==> src/source/flowMuxPkg.sv <==
// Flow mux package with the shared sizes, masks and pop item layout
package flowMuxPkg;

  // ------------------------------
  // Sizes
  // ------------------------------

  // Producer flows merged into the single consumer flow
  localparam int NumFlows = 4;

  // Payload word width
  localparam int DataWidth = 16;

  // Source flow index width
  localparam int FlowIdxWidth = $clog2(NumFlows);

  // One order bit per unordered pair of flows
  localparam int NumPairs = NumFlows * (NumFlows - 1) / 2;

  // ------------------------------
  // Types
  // ------------------------------

  // One bit per flow, for valid, ready, request and grant
  typedef logic [NumFlows-1:0] flowMask_t;

  // Item presented on the pop side
  typedef struct packed {
    logic [DataWidth-1:0]    data;     // Payload word
    logic [FlowIdxWidth-1:0] flowIdx;  // Flow the word came from
  } popItem_t;

  // Slot of pair (lo, hi) in the triangular order vector, lo < hi
  // Row lo starts after all earlier rows, which hold NumFlows-1, NumFlows-2, ... bits
  function automatic int pairIndex(int lo, int hi);
    int rowBase;
    rowBase = lo * NumFlows - (lo * (lo + 1)) / 2;
    return rowBase + (hi - lo - 1);
  endfunction

endpackage
==> src/source/flowMuxLruStable.sv <==
// Flow-controlled stable mux that merges producer flows with LRU arbitration
`timescale 1ns/1ps

module flowMuxLruStable (
  input  logic                  clk,
  input  logic                  rst,

  // Producer flows
  input  flowMuxPkg::flowMask_t pushValid,
  input  logic [flowMuxPkg::NumFlows-1:0][flowMuxPkg::DataWidth-1:0] pushData,
  output flowMuxPkg::flowMask_t pushReady,

  // Consumer flow
  input  logic                  popReady,
  output logic                  popValid,
  output flowMuxPkg::popItem_t  popItem
);

  // ------------------------------
  // Arbiter to datapath wiring
  // ------------------------------

  flowMuxPkg::flowMask_t request;
  flowMuxPkg::flowMask_t grant;
  logic                  canGrant;
  logic                  enablePriorityUpdate;

  // Holds the LRU order and picks the winner
  lruArbiter arbiter (
    .clk,
    .rst,
    .request,
    .canGrant,
    .grant,
    .enablePriorityUpdate
  );

  // Steers the granted word into the output register
  muxDatapath datapath (
    .clk,
    .rst,
    .pushValid,
    .pushData,
    .pushReady,
    .popReady,
    .popValid,
    .popItem,
    .request,
    .canGrant,
    .grant,
    .enablePriorityUpdate
  );

endmodule

==> src/source/muxDatapath.sv <==
// Mux datapath with word selection, stable output register and push/pop handshakes
`timescale 1ns/1ps

module muxDatapath (
  input  logic                  clk,
  input  logic                  rst,

  // Push side, one word per flow
  input  flowMuxPkg::flowMask_t pushValid,
  input  logic [flowMuxPkg::NumFlows-1:0][flowMuxPkg::DataWidth-1:0] pushData,
  output flowMuxPkg::flowMask_t pushReady,

  // Pop side
  input  logic                  popReady,
  output logic                  popValid,
  output flowMuxPkg::popItem_t  popItem,

  // Arbiter side
  output flowMuxPkg::flowMask_t request,
  output logic                  canGrant,
  input  flowMuxPkg::flowMask_t grant,
  output logic                  enablePriorityUpdate
);

  // ------------------------------
  // Handshake glue
  // ------------------------------

  // A word transfers on some flow this cycle
  logic pushAccept;

  // Granted word and its source index
  logic [flowMuxPkg::DataWidth-1:0]    selData;
  logic [flowMuxPkg::FlowIdxWidth-1:0] selIdx;
  flowMuxPkg::popItem_t                nextItem;

  // Every valid flow competes
  assign request = pushValid;

  // Room when empty or when the held item leaves this cycle
  // Combinational path from popReady to pushReady
  assign canGrant = ~popValid | popReady;

  assign pushReady = grant & {flowMuxPkg::NumFlows{canGrant}};

  assign pushAccept = |(pushValid & pushReady);

  // Winner moves to the back of the LRU order only on a real transfer
  assign enablePriorityUpdate = pushAccept;

  // ------------------------------
  // Selection
  // ------------------------------

  // One-hot AND-OR mux plus grant encoder
  always_comb begin
    selData = '0;
    selIdx  = '0;
    for (int i = 0; i < flowMuxPkg::NumFlows; i++) begin
      selData = selData | (pushData[i] & {flowMuxPkg::DataWidth{grant[i]}});
      selIdx  = selIdx | (grant[i] ? flowMuxPkg::FlowIdxWidth'(i) : '0);
    end
  end

  always_comb begin
    nextItem.data    = selData;
    nextItem.flowIdx = selIdx;
  end

  // ------------------------------
  // Output register
  // ------------------------------

  // Refill wins over pop, a pop without refill empties the stage
  always_ff @(posedge clk) begin
    if (rst) begin
      popValid <= 1'b0;
    end else if (pushAccept) begin
      popValid <= 1'b1;
    end else if (popReady) begin
      popValid <= 1'b0;
    end
  end

  // Payload only moves on accept, so it holds under back-pressure
  always_ff @(posedge clk) begin
    if (pushAccept) begin
      popItem <= nextItem;
    end
  end

  // ------------------------------
  // Checks
  // ------------------------------

  // Stalled item stays put until the consumer takes it
  popStableA : assert property (
    @(posedge clk) disable iff (rst)
    (popValid && !popReady) |=> $stable(popItem)
  ) else $error("muxDatapath: popItem changed under back-pressure");

  // Producer contract, valid is held until accepted
  for (genvar i = 0; i < flowMuxPkg::NumFlows; i++) begin : gPushHold
    pushValidHoldA : assert property (
      @(posedge clk) disable iff (rst)
      (pushValid[i] && !pushReady[i]) |=> pushValid[i]
    ) else $error("muxDatapath: flow %0d dropped valid before accept", i);
  end

endmodule

==> src/source/lruArbiter.sv <==
// LRU arbiter that keeps pairwise priority bits and grants one requesting flow
`timescale 1ns/1ps

module lruArbiter (
  input  logic                  clk,
  input  logic                  rst,
  input  flowMuxPkg::flowMask_t request,
  input  logic                  canGrant,
  output flowMuxPkg::flowMask_t grant,
  input  logic                  enablePriorityUpdate
);

  // ------------------------------
  // Priority state
  // ------------------------------

  // Bit set means the lower-indexed flow of the pair beats the higher one
  logic [flowMuxPkg::NumPairs-1:0] orderQ;
  logic [flowMuxPkg::NumPairs-1:0] orderD;

  // Full view of the order, row i says which flows i beats
  logic [flowMuxPkg::NumFlows-1:0][flowMuxPkg::NumFlows-1:0] beats;

  // Requesting flows that beat every other requester
  flowMuxPkg::flowMask_t winner;

  // Expand the triangle into the square matrix
  for (genvar i = 0; i < flowMuxPkg::NumFlows; i++) begin : gRow
    // A flow never loses to itself, so the diagonal does not mask the AND below
    assign beats[i][i] = 1'b1;

    for (genvar j = i + 1; j < flowMuxPkg::NumFlows; j++) begin : gPair
      assign beats[i][j] = orderQ[flowMuxPkg::pairIndex(i, j)];
      assign beats[j][i] = ~orderQ[flowMuxPkg::pairIndex(i, j)];

      // Granted flow drops below its partner, others keep their bit
      assign orderD[flowMuxPkg::pairIndex(i, j)] =
        grant[i] ? 1'b0 :
        grant[j] ? 1'b1 :
        orderQ[flowMuxPkg::pairIndex(i, j)];
    end
  end

  // ------------------------------
  // Grant
  // ------------------------------

  // Idle flows do not block anyone, hence the OR with ~request
  always_comb begin
    winner = '0;
    for (int i = 0; i < flowMuxPkg::NumFlows; i++) begin
      winner[i] = request[i] & (&(beats[i] | ~request));
    end
  end

  // No grant while the output register cannot take a word
  assign grant = winner & {flowMuxPkg::NumFlows{canGrant}};

  // ------------------------------
  // Order update
  // ------------------------------

  // Reset order is flow 0 first, then 1, 2, with 3 last
  always_ff @(posedge clk) begin
    if (rst) begin
      orderQ <= '1;
    end else if (enablePriorityUpdate) begin
      orderQ <= orderD;
    end
  end

  // ------------------------------
  // Checks
  // ------------------------------

  // Total order on the flows leaves at most one winner
  grantOneHotA : assert property (
    @(posedge clk) disable iff (rst)
    $onehot0(grant)
  ) else $error("lruArbiter: grant %b is not one-hot", grant);

  // A cyclic order would leave requesters with room but no winner
  grantWhenRequestA : assert property (
    @(posedge clk) disable iff (rst)
    (canGrant && (request != '0)) |-> (grant != '0)
  ) else $error("lruArbiter: request %b with room but no grant", request);

  // Datapath only accepts a word that this arbiter granted
  updateNeedsGrantA : assert property (
    @(posedge clk) disable iff (rst)
    enablePriorityUpdate |-> (grant != '0)
  ) else $error("lruArbiter: priority update without a grant");

endmodule

==> config.mk <==
export PLATFORM = sky130hd
export DESIGN_NAME = flowMuxLruStable
export DESIGN_NICKNAME = d
export VERILOG_FILES = /design/src/source/flowMuxPkg.sv /design/src/source/flowMuxLruStable.sv /design/src/source/muxDatapath.sv /design/src/source/lruArbiter.sv
export SDC_FILE = /design/constraint.sdc
export NUM_CORES = 1
export LEC_CHECK = 0
export ABC_AREA = 1
export BUFFER_PORTS_ARGS = -buffer_cell sky130_fd_sc_hd__clkbuf_2
export CAP_MARGIN = 20
export CORE_AREA = 10 10 71 73
export DETAILED_ROUTE_END_ITERATION = 7
export DIE_AREA = 0 0 81 83
export PLACE_DENSITY = 0.88
export SLEW_MARGIN = 20
export SYNTH_ARGS = -nofsm -noshare
export SYNTH_HDL_FRONTEND = slang
export SYNTH_HIERARCHICAL = 1
export SYNTH_SLANG_ARGS = --single-unit
==> constraint.sdc <==
create_clock -name clk -period 3.2 [get_ports clk]
set_clock_uncertainty 0.15 [all_clocks]
set_input_delay 0.64 -clock clk [delete_from_list [all_inputs] [get_ports clk]]
set_output_delay 0.64 -clock clk [all_outputs]
set_load 0.005 [all_outputs]
Yosys cells after proc, flatten, opt, wreduce, memory -nomap -nowiden
Index checks and enable logic that the tools add are counted.
Widths: inputs -> output; s select.
- multiplexer cells: 14
- bitwise logic cells: 29
- reduce and logical (&&, ||, !) cells: 18
- operators by type and width (kind ; count):
    $and 16x16->16 ; 4
    $or 16x16->16 ; 3
    $or 4x4->4 ; 4
    $reduce_and 4->1 ; 4
    $reduce_bool 2->1 ; 7
    $and 4x4->4 ; 3
    $mux 1 ; 12
    $reduce_and 2->1 ; 6
    $not 1->1 ; 7
    $and 1x1->1 ; 4
    $mux 2 ; 2
    $not 4->4 ; 1
    $or 2x2->2 ; 2
    $reduce_or 4->1 ; 1
    $or 1x1->1 ; 1
- bits in registers: 25
- input bits: 71
- output and inout port bits: 23
- word-level logic and storage cells: 70

Depth between registers and ports, before layout
Gate-level depths: netlist of the first run.
- word-level depth: 9
- depth in mapped cells: 15
- mapped depth without buffers: 14

Modules after synthesis
Netlist of the first run, hierarchy kept.
- modules (own cells, without submodules) (module ; instances ; cells each ; area each (um^2) ; seq. area each (um^2)):
    muxDatapath ; 1 ; 133 ; 1112.3 ; 560.5
    lruArbiter ; 1 ; 65 ; 359.1 ; 120.1

Worst setup path after synthesis of the first run
No wires, ideal clock.
- path type: input to register
- start point: input port pushValid[3]
- end point: register arbiter/orderQ[0] in the netlist's numbering
- setup time: 0.116 ns
- arrival time: 2.211 ns
- required time: 2.934 ns
- slack: 0.722 ns
- cell stages on the path: 12
- buffers on the path: 2
- cell sequence: buf_4 > inv_1 > nor2_1 > nor3_1 > buf_6 > nand3_1 > nand2_1 > nor2_2 > inv_1 > nand4_1 > nand2_1 > nand2_1
- longest elaborated chain between the ends: 9
- elaborated cells between the ends (all ways): 20
- those cells by class: mux (1); bitwise (12); reduce/logical (7)
- RTL lines (element ; RTL line ; RTL):
    start, declared ; flowMuxLruStable.sv:9 ; input flowMuxPkg::flowMask_t pushValid,
    $not 4->4 ; lruArbiter.sv:52 ; winner[i] = request[i] & (&(beats[i] | ~request));
    $or 4x4->4 ; lruArbiter.sv:52 ;
    $reduce_and 4->1 ; lruArbiter.sv:52 ;
    $and 1x1->1 ; lruArbiter.sv:52 ;
    $and 4x4->4 ; lruArbiter.sv:57 ; assign grant = winner & {flowMuxPkg::NumFlows{canGrant}};
    named net grant[2] ; flowMuxLruStable.sv:24 ; flowMuxPkg::flowMask_t grant;
    $and 4x4->4 ; muxDatapath.sv:44 ; assign pushReady = grant & {flowMuxPkg::NumFlows{canGrant}};
    $and 4x4->4 ; muxDatapath.sv:46 ; assign pushAccept = |(pushValid & pushReady);
    $reduce_or 4->1 ; muxDatapath.sv:46 ;
    named net enablePriorityUpdate ; flowMuxLruStable.sv:26 ; logic enablePriorityUpdate;
    $reduce_and 2->1 (no source line) ; - ;
    end signal, assigned ; lruArbiter.sv:68 ; orderQ <= orderD;
    end, declared ; lruArbiter.sv:18 ; logic [flowMuxPkg::NumPairs-1:0] orderQ;
The timed path passes the listed nets, and every way through them passes these cells.
A chain may end at the register's enable or synchronous reset.

Worst setup path in the final report of the first run
- start point: input port popReady
- end point: output port pushReady[3]
- longest elaborated chain between the ends: 3
- RTL lines (element ; RTL line ; RTL):
    start, declared ; flowMuxLruStable.sv:14 ; input logic popReady,
    $or 1x1->1 ; muxDatapath.sv:42 ; assign canGrant = ~popValid | popReady;
    named net canGrant ; flowMuxLruStable.sv:25 ; logic canGrant;
    $and 4x4->4 ; lruArbiter.sv:57 ;
    named net grant[3] ; flowMuxLruStable.sv:24 ;
    $and 4x4->4 ; muxDatapath.sv:44 ;
    end, declared ; flowMuxLruStable.sv:11 ; output flowMuxPkg::flowMask_t pushReady,
The timed path passes the listed nets, and every way through them passes these cells.

==> summary.txt, run 1 <==
Outcome
  – Outcome: finished clean

Routing
  – Vias/cell: ~4.8
  – WL final: 4.681 mm
  – Via count: 1623
  – Antenna-violating nets left: 0
  – Residual DRC: 0
  – DR iter-0 viols: 80
  – WL/cell: between 10 and 15 µm
  – DR pass1 iterations: 4

Final layout
  – Post-layout util: 0.5565
  – Number of antenna diodes: 0
  – Area added between synthesis and finish: 37.42%
  – Non-Filler Instances: about 340
  – Layout cells sized above 1: 0.3952
  – Nets: 363
  – Fillers: 362

Synthesis
  – Post-synthesis mux area share: 0
  – Ys Warns: 6
  – Sequential cell area fraction in the yosys report: 0.4626
  – Synth Area in XOR/XNOR: 0
  – Largest area contributor in the netlist: edfxtp_1
  – Post-synth cell types: 16
  – Compound-Gate Fraction of Synth Area: 0.005952
  – Synth Cell Area: 1471 µm²
  – Simple-gate portion of the synthesized area: 0.4141
  – Synth Area in Adders: 0
  – Avg Cell Area, Syn: 7.431 µm²
  – Main combinational cell family by area after synthesis: simple AND/OR/NAND/NOR gates
  – Leading post-synthesis cells by cell area: edfxtp_1, nand2_1, dfxtp_1
  – Top cell type's share of synthesized area: 0.3673
  – Synth Net Count: 269
  – FF+latch count, synth: 25
  – Mapped Cells: 198

Place
  – Number of port buffers: 93
  – Post-placement cell count: 335
  – Routability cong.: roughly 0.9
  – HPWL Detailed: 4.047 mm
  – Setup WS pre-CTS: 608.4 ps

Clock tree
  – Hold Buf Count CTS: 0
  – CTS Sinks: 25
  – CTS resizes: 0
  – Cts bufs inserted: 3
  – TritonCTS clock tree: done
  – CTS root buffer: clkbuf_8
  – Max H-tree Level: 1
  – Postcts setup bufs: 0
  – Clock Latency Late Sink: between 200 and 300 ps
  – Clock Tree Buf Depth: 2
  – Clock transition at path regs: ~80 ps

Die
  – Die width: 81 µm
  – Core ar.: 3633 µm²
  – Die area: roughly 6700 µm²
  – Starting density of the core: 0.4050
  – Chip height: approximately 83 µm
  – Core Rows: 22
  – Top-level I/O count: 94

Global route
  – Total grt overflow: 0
  – Number of global-route vias before repair: about 1.7k
  – Total GRT Usage: 0.1314
  – Initial antenna violation count: 0
  – Largest net degree at the start of global routing: 15
  – First-pass GRT wire length: between 7 and 8 mm

Timing
  – Period minus WS final: 2472 ps
  – RSZ-0062 raised after global routing: no
  – Setup TNS: 0 ps
  – Peak Freq: 404.5 MHz
  – Final hold violation count: 0
  – Max-slew headroom: 0.7039
  – Setup ws final: roughly 730 ps
  – Hold slack: 349.7 ps
  – Tightest Pin Transition: 443.7 ps
  – Max Transition Viols Final: 0
  – Period utilisation layout: 0.7727
  – Final setup viols: 0

Power
  – Pwr/cell area: 422.3 nW/µm²
  – Maximum ir drop on the vdd rail: 0.2119 mV
  – Leak pwr: 1.110 nW

Hold path
  – HP Class: reg -> reg

Worst setup path
  – Worst setup EP type: output pin
  – Flop2flop setup slack: 1020 ps
  – Crit path kind: in -> out
  – WP data required: 2410 ps
  – Largest fanout on the critical path: 10
  – CP arrival: 1680 ps
  – Startpoint type of the worst setup path: input pin

Flow run
  – Max cap viols: 0
-- report_power, final --
group	internal, mW	leakage (nW)	switching [mW]	total, mW
registers	0.407	0.232	0.0153	0.422
logic	0.113	0.853	0.141	0.254
clock network	0.0868	0.0255	0.0912	0.178
-- synth_stat cells, drive strengths merged --
cell type / count
nor3: 3
inv: 17
buf: 12
nand4: 17
nor2: 11
nand2: 105
nand3: 6
nand3b: 1
edfxtp: 18
a21oi: 1
dfxtp: 7
-- final timing paths --
kind,from,to,cells past startpoint
min,arbiter/orderQ[5],arbiter/orderQ[5],2
max,popReady,pushReady[3],9
min reg2reg,arbiter/orderQ[5],arbiter/orderQ[5],2
max reg2reg,datapath/popValid,arbiter/orderQ[5],11
-- worst max-delay path, stage by stage --
cell and delay (ps):
clkbuf_2 90, inv_2 40, nand2_4 100, nand2_1 90, nor3_2 200, buf_4 200
inv_1 70, nor2_1 120, clkbuf_2 130
-- metal layers --
layer | global-route usage | vias up | part of all wire
met3 | 0.05172 | 8 | 0.11
met5 | 0 | - | 0
met4 | 0.03756 | 0 | 0.012
met2 | 0.2421 | 68 | 0.53
met1 | 0.1290 | 732 | 0.35
li1 | - | 815 | -
-- cells in the final DEF, fill, tap and decap left out, drive strengths merged --
master  instances
dfxtp           7
clkinv          1
edfxtp         18
a21oi           1
nand3b          1
buf             8
nor3            3
clkbuf         96
nand4          17
inv            17
nand2         105
nor2           11
nand3           6
-- cell type report --
class,count,area (µm²),share of cell area
multi-input cells,144,633.1,0.3131
clock inverters,1,5.005,0.002475
repair buffers,101,538.0,0.2661
clock buffers,3,41.29,0.02042
well taps,48,60.06,0.02970
inverters,17,63.81,0.03156
flip-flops and latches,25,680.7,0.3366
-- metrics by stage --
step	area [µm²]	total power, mW
6_report	2022	0.8539
3_3_place_gp	1976	0.6801
5_1_grt	2022	0.9142
3_5_place_dp	1976	0.6887
4_1_cts	2022	0.8647
2_1_floorplan	1471	0.5629
-- sequential cells by signal (all words and copies together) (netlist names) --
signal	cells
datapath/popItem	18
datapath/popValid	1
arbiter/orderQ	6
-- cells by family after synthesis --
| kind of cell | after synthesis |
|---|---|
| compound gates | 1 |
| flops | 25 |
| simple gates | 143 |
| buf+inv | 29 |
Power figures use the tool's default switching activity.
==> run 2: changes to the inputs <==
==> constraint.sdc (replaced) <==
create_clock -name clk -period 2.4 [get_ports clk]
set_clock_uncertainty 0.15 [all_clocks]
set_input_delay 0.48 -clock clk [delete_from_list [all_inputs] [get_ports clk]]
set_output_delay 0.48 -clock clk [all_outputs]
set_load 0.005 [all_outputs]
==> summary.txt, run 2 (synthesis results as in run 1) <==
Worst setup path
  – Flop2flop setup slack: 460 ps
  – Worst setup EP type: output pin
  – Critical path's largest stage delay: 340 ps
  – Reg-to-Reg End: datapath/popItem[14]
  – Largest fanout on the critical path: 10
  – FF-to-FF Start: datapath/popValid
  – Worst r2r path cells: 8
  – CP arrival: between 1000 and 1500 ps
  – Crit path kind: reg -> out
  – Setup crit start: datapath/popValid
  – WP data required: 1770 ps
  – Startpoint type of the worst setup path: flop
  – Crit-path cells: nand2_4 -> nand2_1 -> nor3_2 -> inv_1 -> nor2_1 -> clkbuf_2
  – Critical path's slowest cell: dfxtp_1

Clock tree
  – Clock Latency Late Sink: 260 ps
  – CTS Sinks: 25
  – TritonCTS clock tree: done
  – CTS root buffer: clkbuf_8
  – Clock Tree Buf Depth: 2
  – CTS resizes: 0
  – Postcts setup bufs: 0
  – Cts bufs inserted: 3
  – Clock transition at path regs: 80 ps
  – Hold Buf Count CTS: 0
  – Max H-tree Level: 1

Routing
  – Antenna-violating nets left: 0
  – Residual DRC: 0
  – DR iter-0 viols: 45
  – DR pass1 iterations: 4
  – WL/cell: about 14 µm
  – Via count: 1606
  – Vias/cell: 4.710
  – WL final: between 4 and 5 mm

Final layout
  – Final instance area: between 2000 and 2500 µm²
  – Nets: roughly 370
  – Number of antenna diodes: 0
  – Top reg by flops: datapath/popItem
  – Commonest non-fill, non-tap cell in the layout: nand2_1
  – Area added between synthesis and finish: 37.58%
  – Non-Filler Instances: 341
  – Largest regs: datapath/popItem x18, arbiter/orderQ x6, datapath/popValid x1
  – Layout cells sized above 1: 0.3993
  – Commonest non-fill, non-tap cells in the layout: nand2_1, clkbuf_2, edfxtp_1
  – Max reg flops: 18

Place
  – Number of port buffers: 93
  – Post-placement cell count: around 340
  – Placed Area: slightly below 2000 µm²
  – Setup WS pre-CTS: roughly 230 ps
  – Routability cong.: 0.9296
  – HPWL Detailed: slightly above 4 mm

Global route
  – Number of global-route vias before repair: 1631
  – Total GRT Usage: 0.1296
  – First-pass GRT wire length: 7.169 mm
  – Total grt overflow: 0
  – Largest net degree at the start of global routing: 15
  – Initial antenna violation count: 0

Timing
  – Setup ws final: slightly below 300 ps
  – RSZ-0062 raised after global routing: no
  – Final setup viols: 0
  – Period minus WS final: between 2000 and 2500 ps
  – Final hold violation count: 0
  – Period utilisation layout: 0.8762
  – Peak Freq: 475.5 MHz
  – Max-slew headroom: 0.8021
  – Tightest Pin Transition: 295.3 ps
  – Max Transition Viols Final: 0
  – Setup TNS: 0 ps

Power
  – Pwr/cell area: between 500 and 600 nW/µm²
  – Leak pwr: between 1 and 1.5 nW
  – Maximum ir drop on the vdd rail: roughly 0.23 mV
  – Total Power: between 1 and 1.5 mW

Die
  – Starting density of the core: 0.4050
  – Chip height: 83 µm
  – Core ar.: 3633 µm²
  – Die area: 6723 µm²
  – Top-level I/O count: 94
  – Die width: 81 µm
  – Core Rows: 22

Hold path
  – Worst hold path depth: 2
  – Hold Path End: datapath/popValid
  – Critical hold path startpoint: rst
  – HP Class: in -> reg

Flow run
  – Max cap viols: 0

Outcome
  – Outcome: finished clean
## run 2: changes by cell type in the layout (fill, tap and decap cells not counted)
cell | previous run | this run
buf_12 | 1 | 0
buf_4 | 7 | 10
## run 2: metrics by stage
| stage | utilization | hold WS, ps |
|---|---|---|
| 2_1_floorplan | - | 301.2 |
| 5_1_grt | 0.5572 | 260.9 |
| 3_5_place_dp | 0.5444 | 315.6 |
| 4_1_cts | 0.5572 | 269.4 |
| 6_report | 0.5572 | 275.8 |
| 3_3_place_gp | 0.5444 | 320.5 |
## run 2: critical path: cells and delay by family, from the launching register on
kind                   cells  cell delay (ps)
buffers and inverters      2              240
and+or+nand+nor            4              620
DFF                        1              340
## run 2: report_power, final
group	internal [mW]	leakage [nW]	switching, mW
registers	0.542	0.232	0.0193
logic	0.149	0.859	0.189
clock network	0.116	0.0255	0.124
total	0.807	1.12	0.332
## run 2: layout make-up
cell class / instances / area, µm²
Multi-Input combinational cell: 144 / 633.1
Clock inverter: 1 / 5.005
Clock buffer: 3 / 41.29
Sequential cell: 25 / 680.7
Tap cell: 48 / 60.06
Inverter: 17 / 63.81
Timing Repair Buffer: 103 / 540.5
Fill cell: 377 / 1609
## run 2: layer usage
layer  global-route usage  vias to the layer above  share of wire
met2               0.2313                       72           0.49
met1               0.1374                      705           0.38
met3              0.04526                       10           0.11
li1                     -                      819              -
met4              0.03599                        0          0.019
met5                    0                        -              0
## run 2: how the worst max path moves through the flow
| stage | depth (start not counted) | slack (ps) | endpoint |
|---|---|---|---|
| after global placement | 10 | 330 | datapath/popItem[14] |
| final | 6 | 300 | pushReady[3] |
| after floorplan | 12 | 80 | arbiter/orderQ[0] |
| after detailed placement | 10 | 230 | datapath/popItem[14] |
| after CTS | 6 | 310 | pushReady[2] |
| after global routing | 6 | 110 | pushReady[2] |
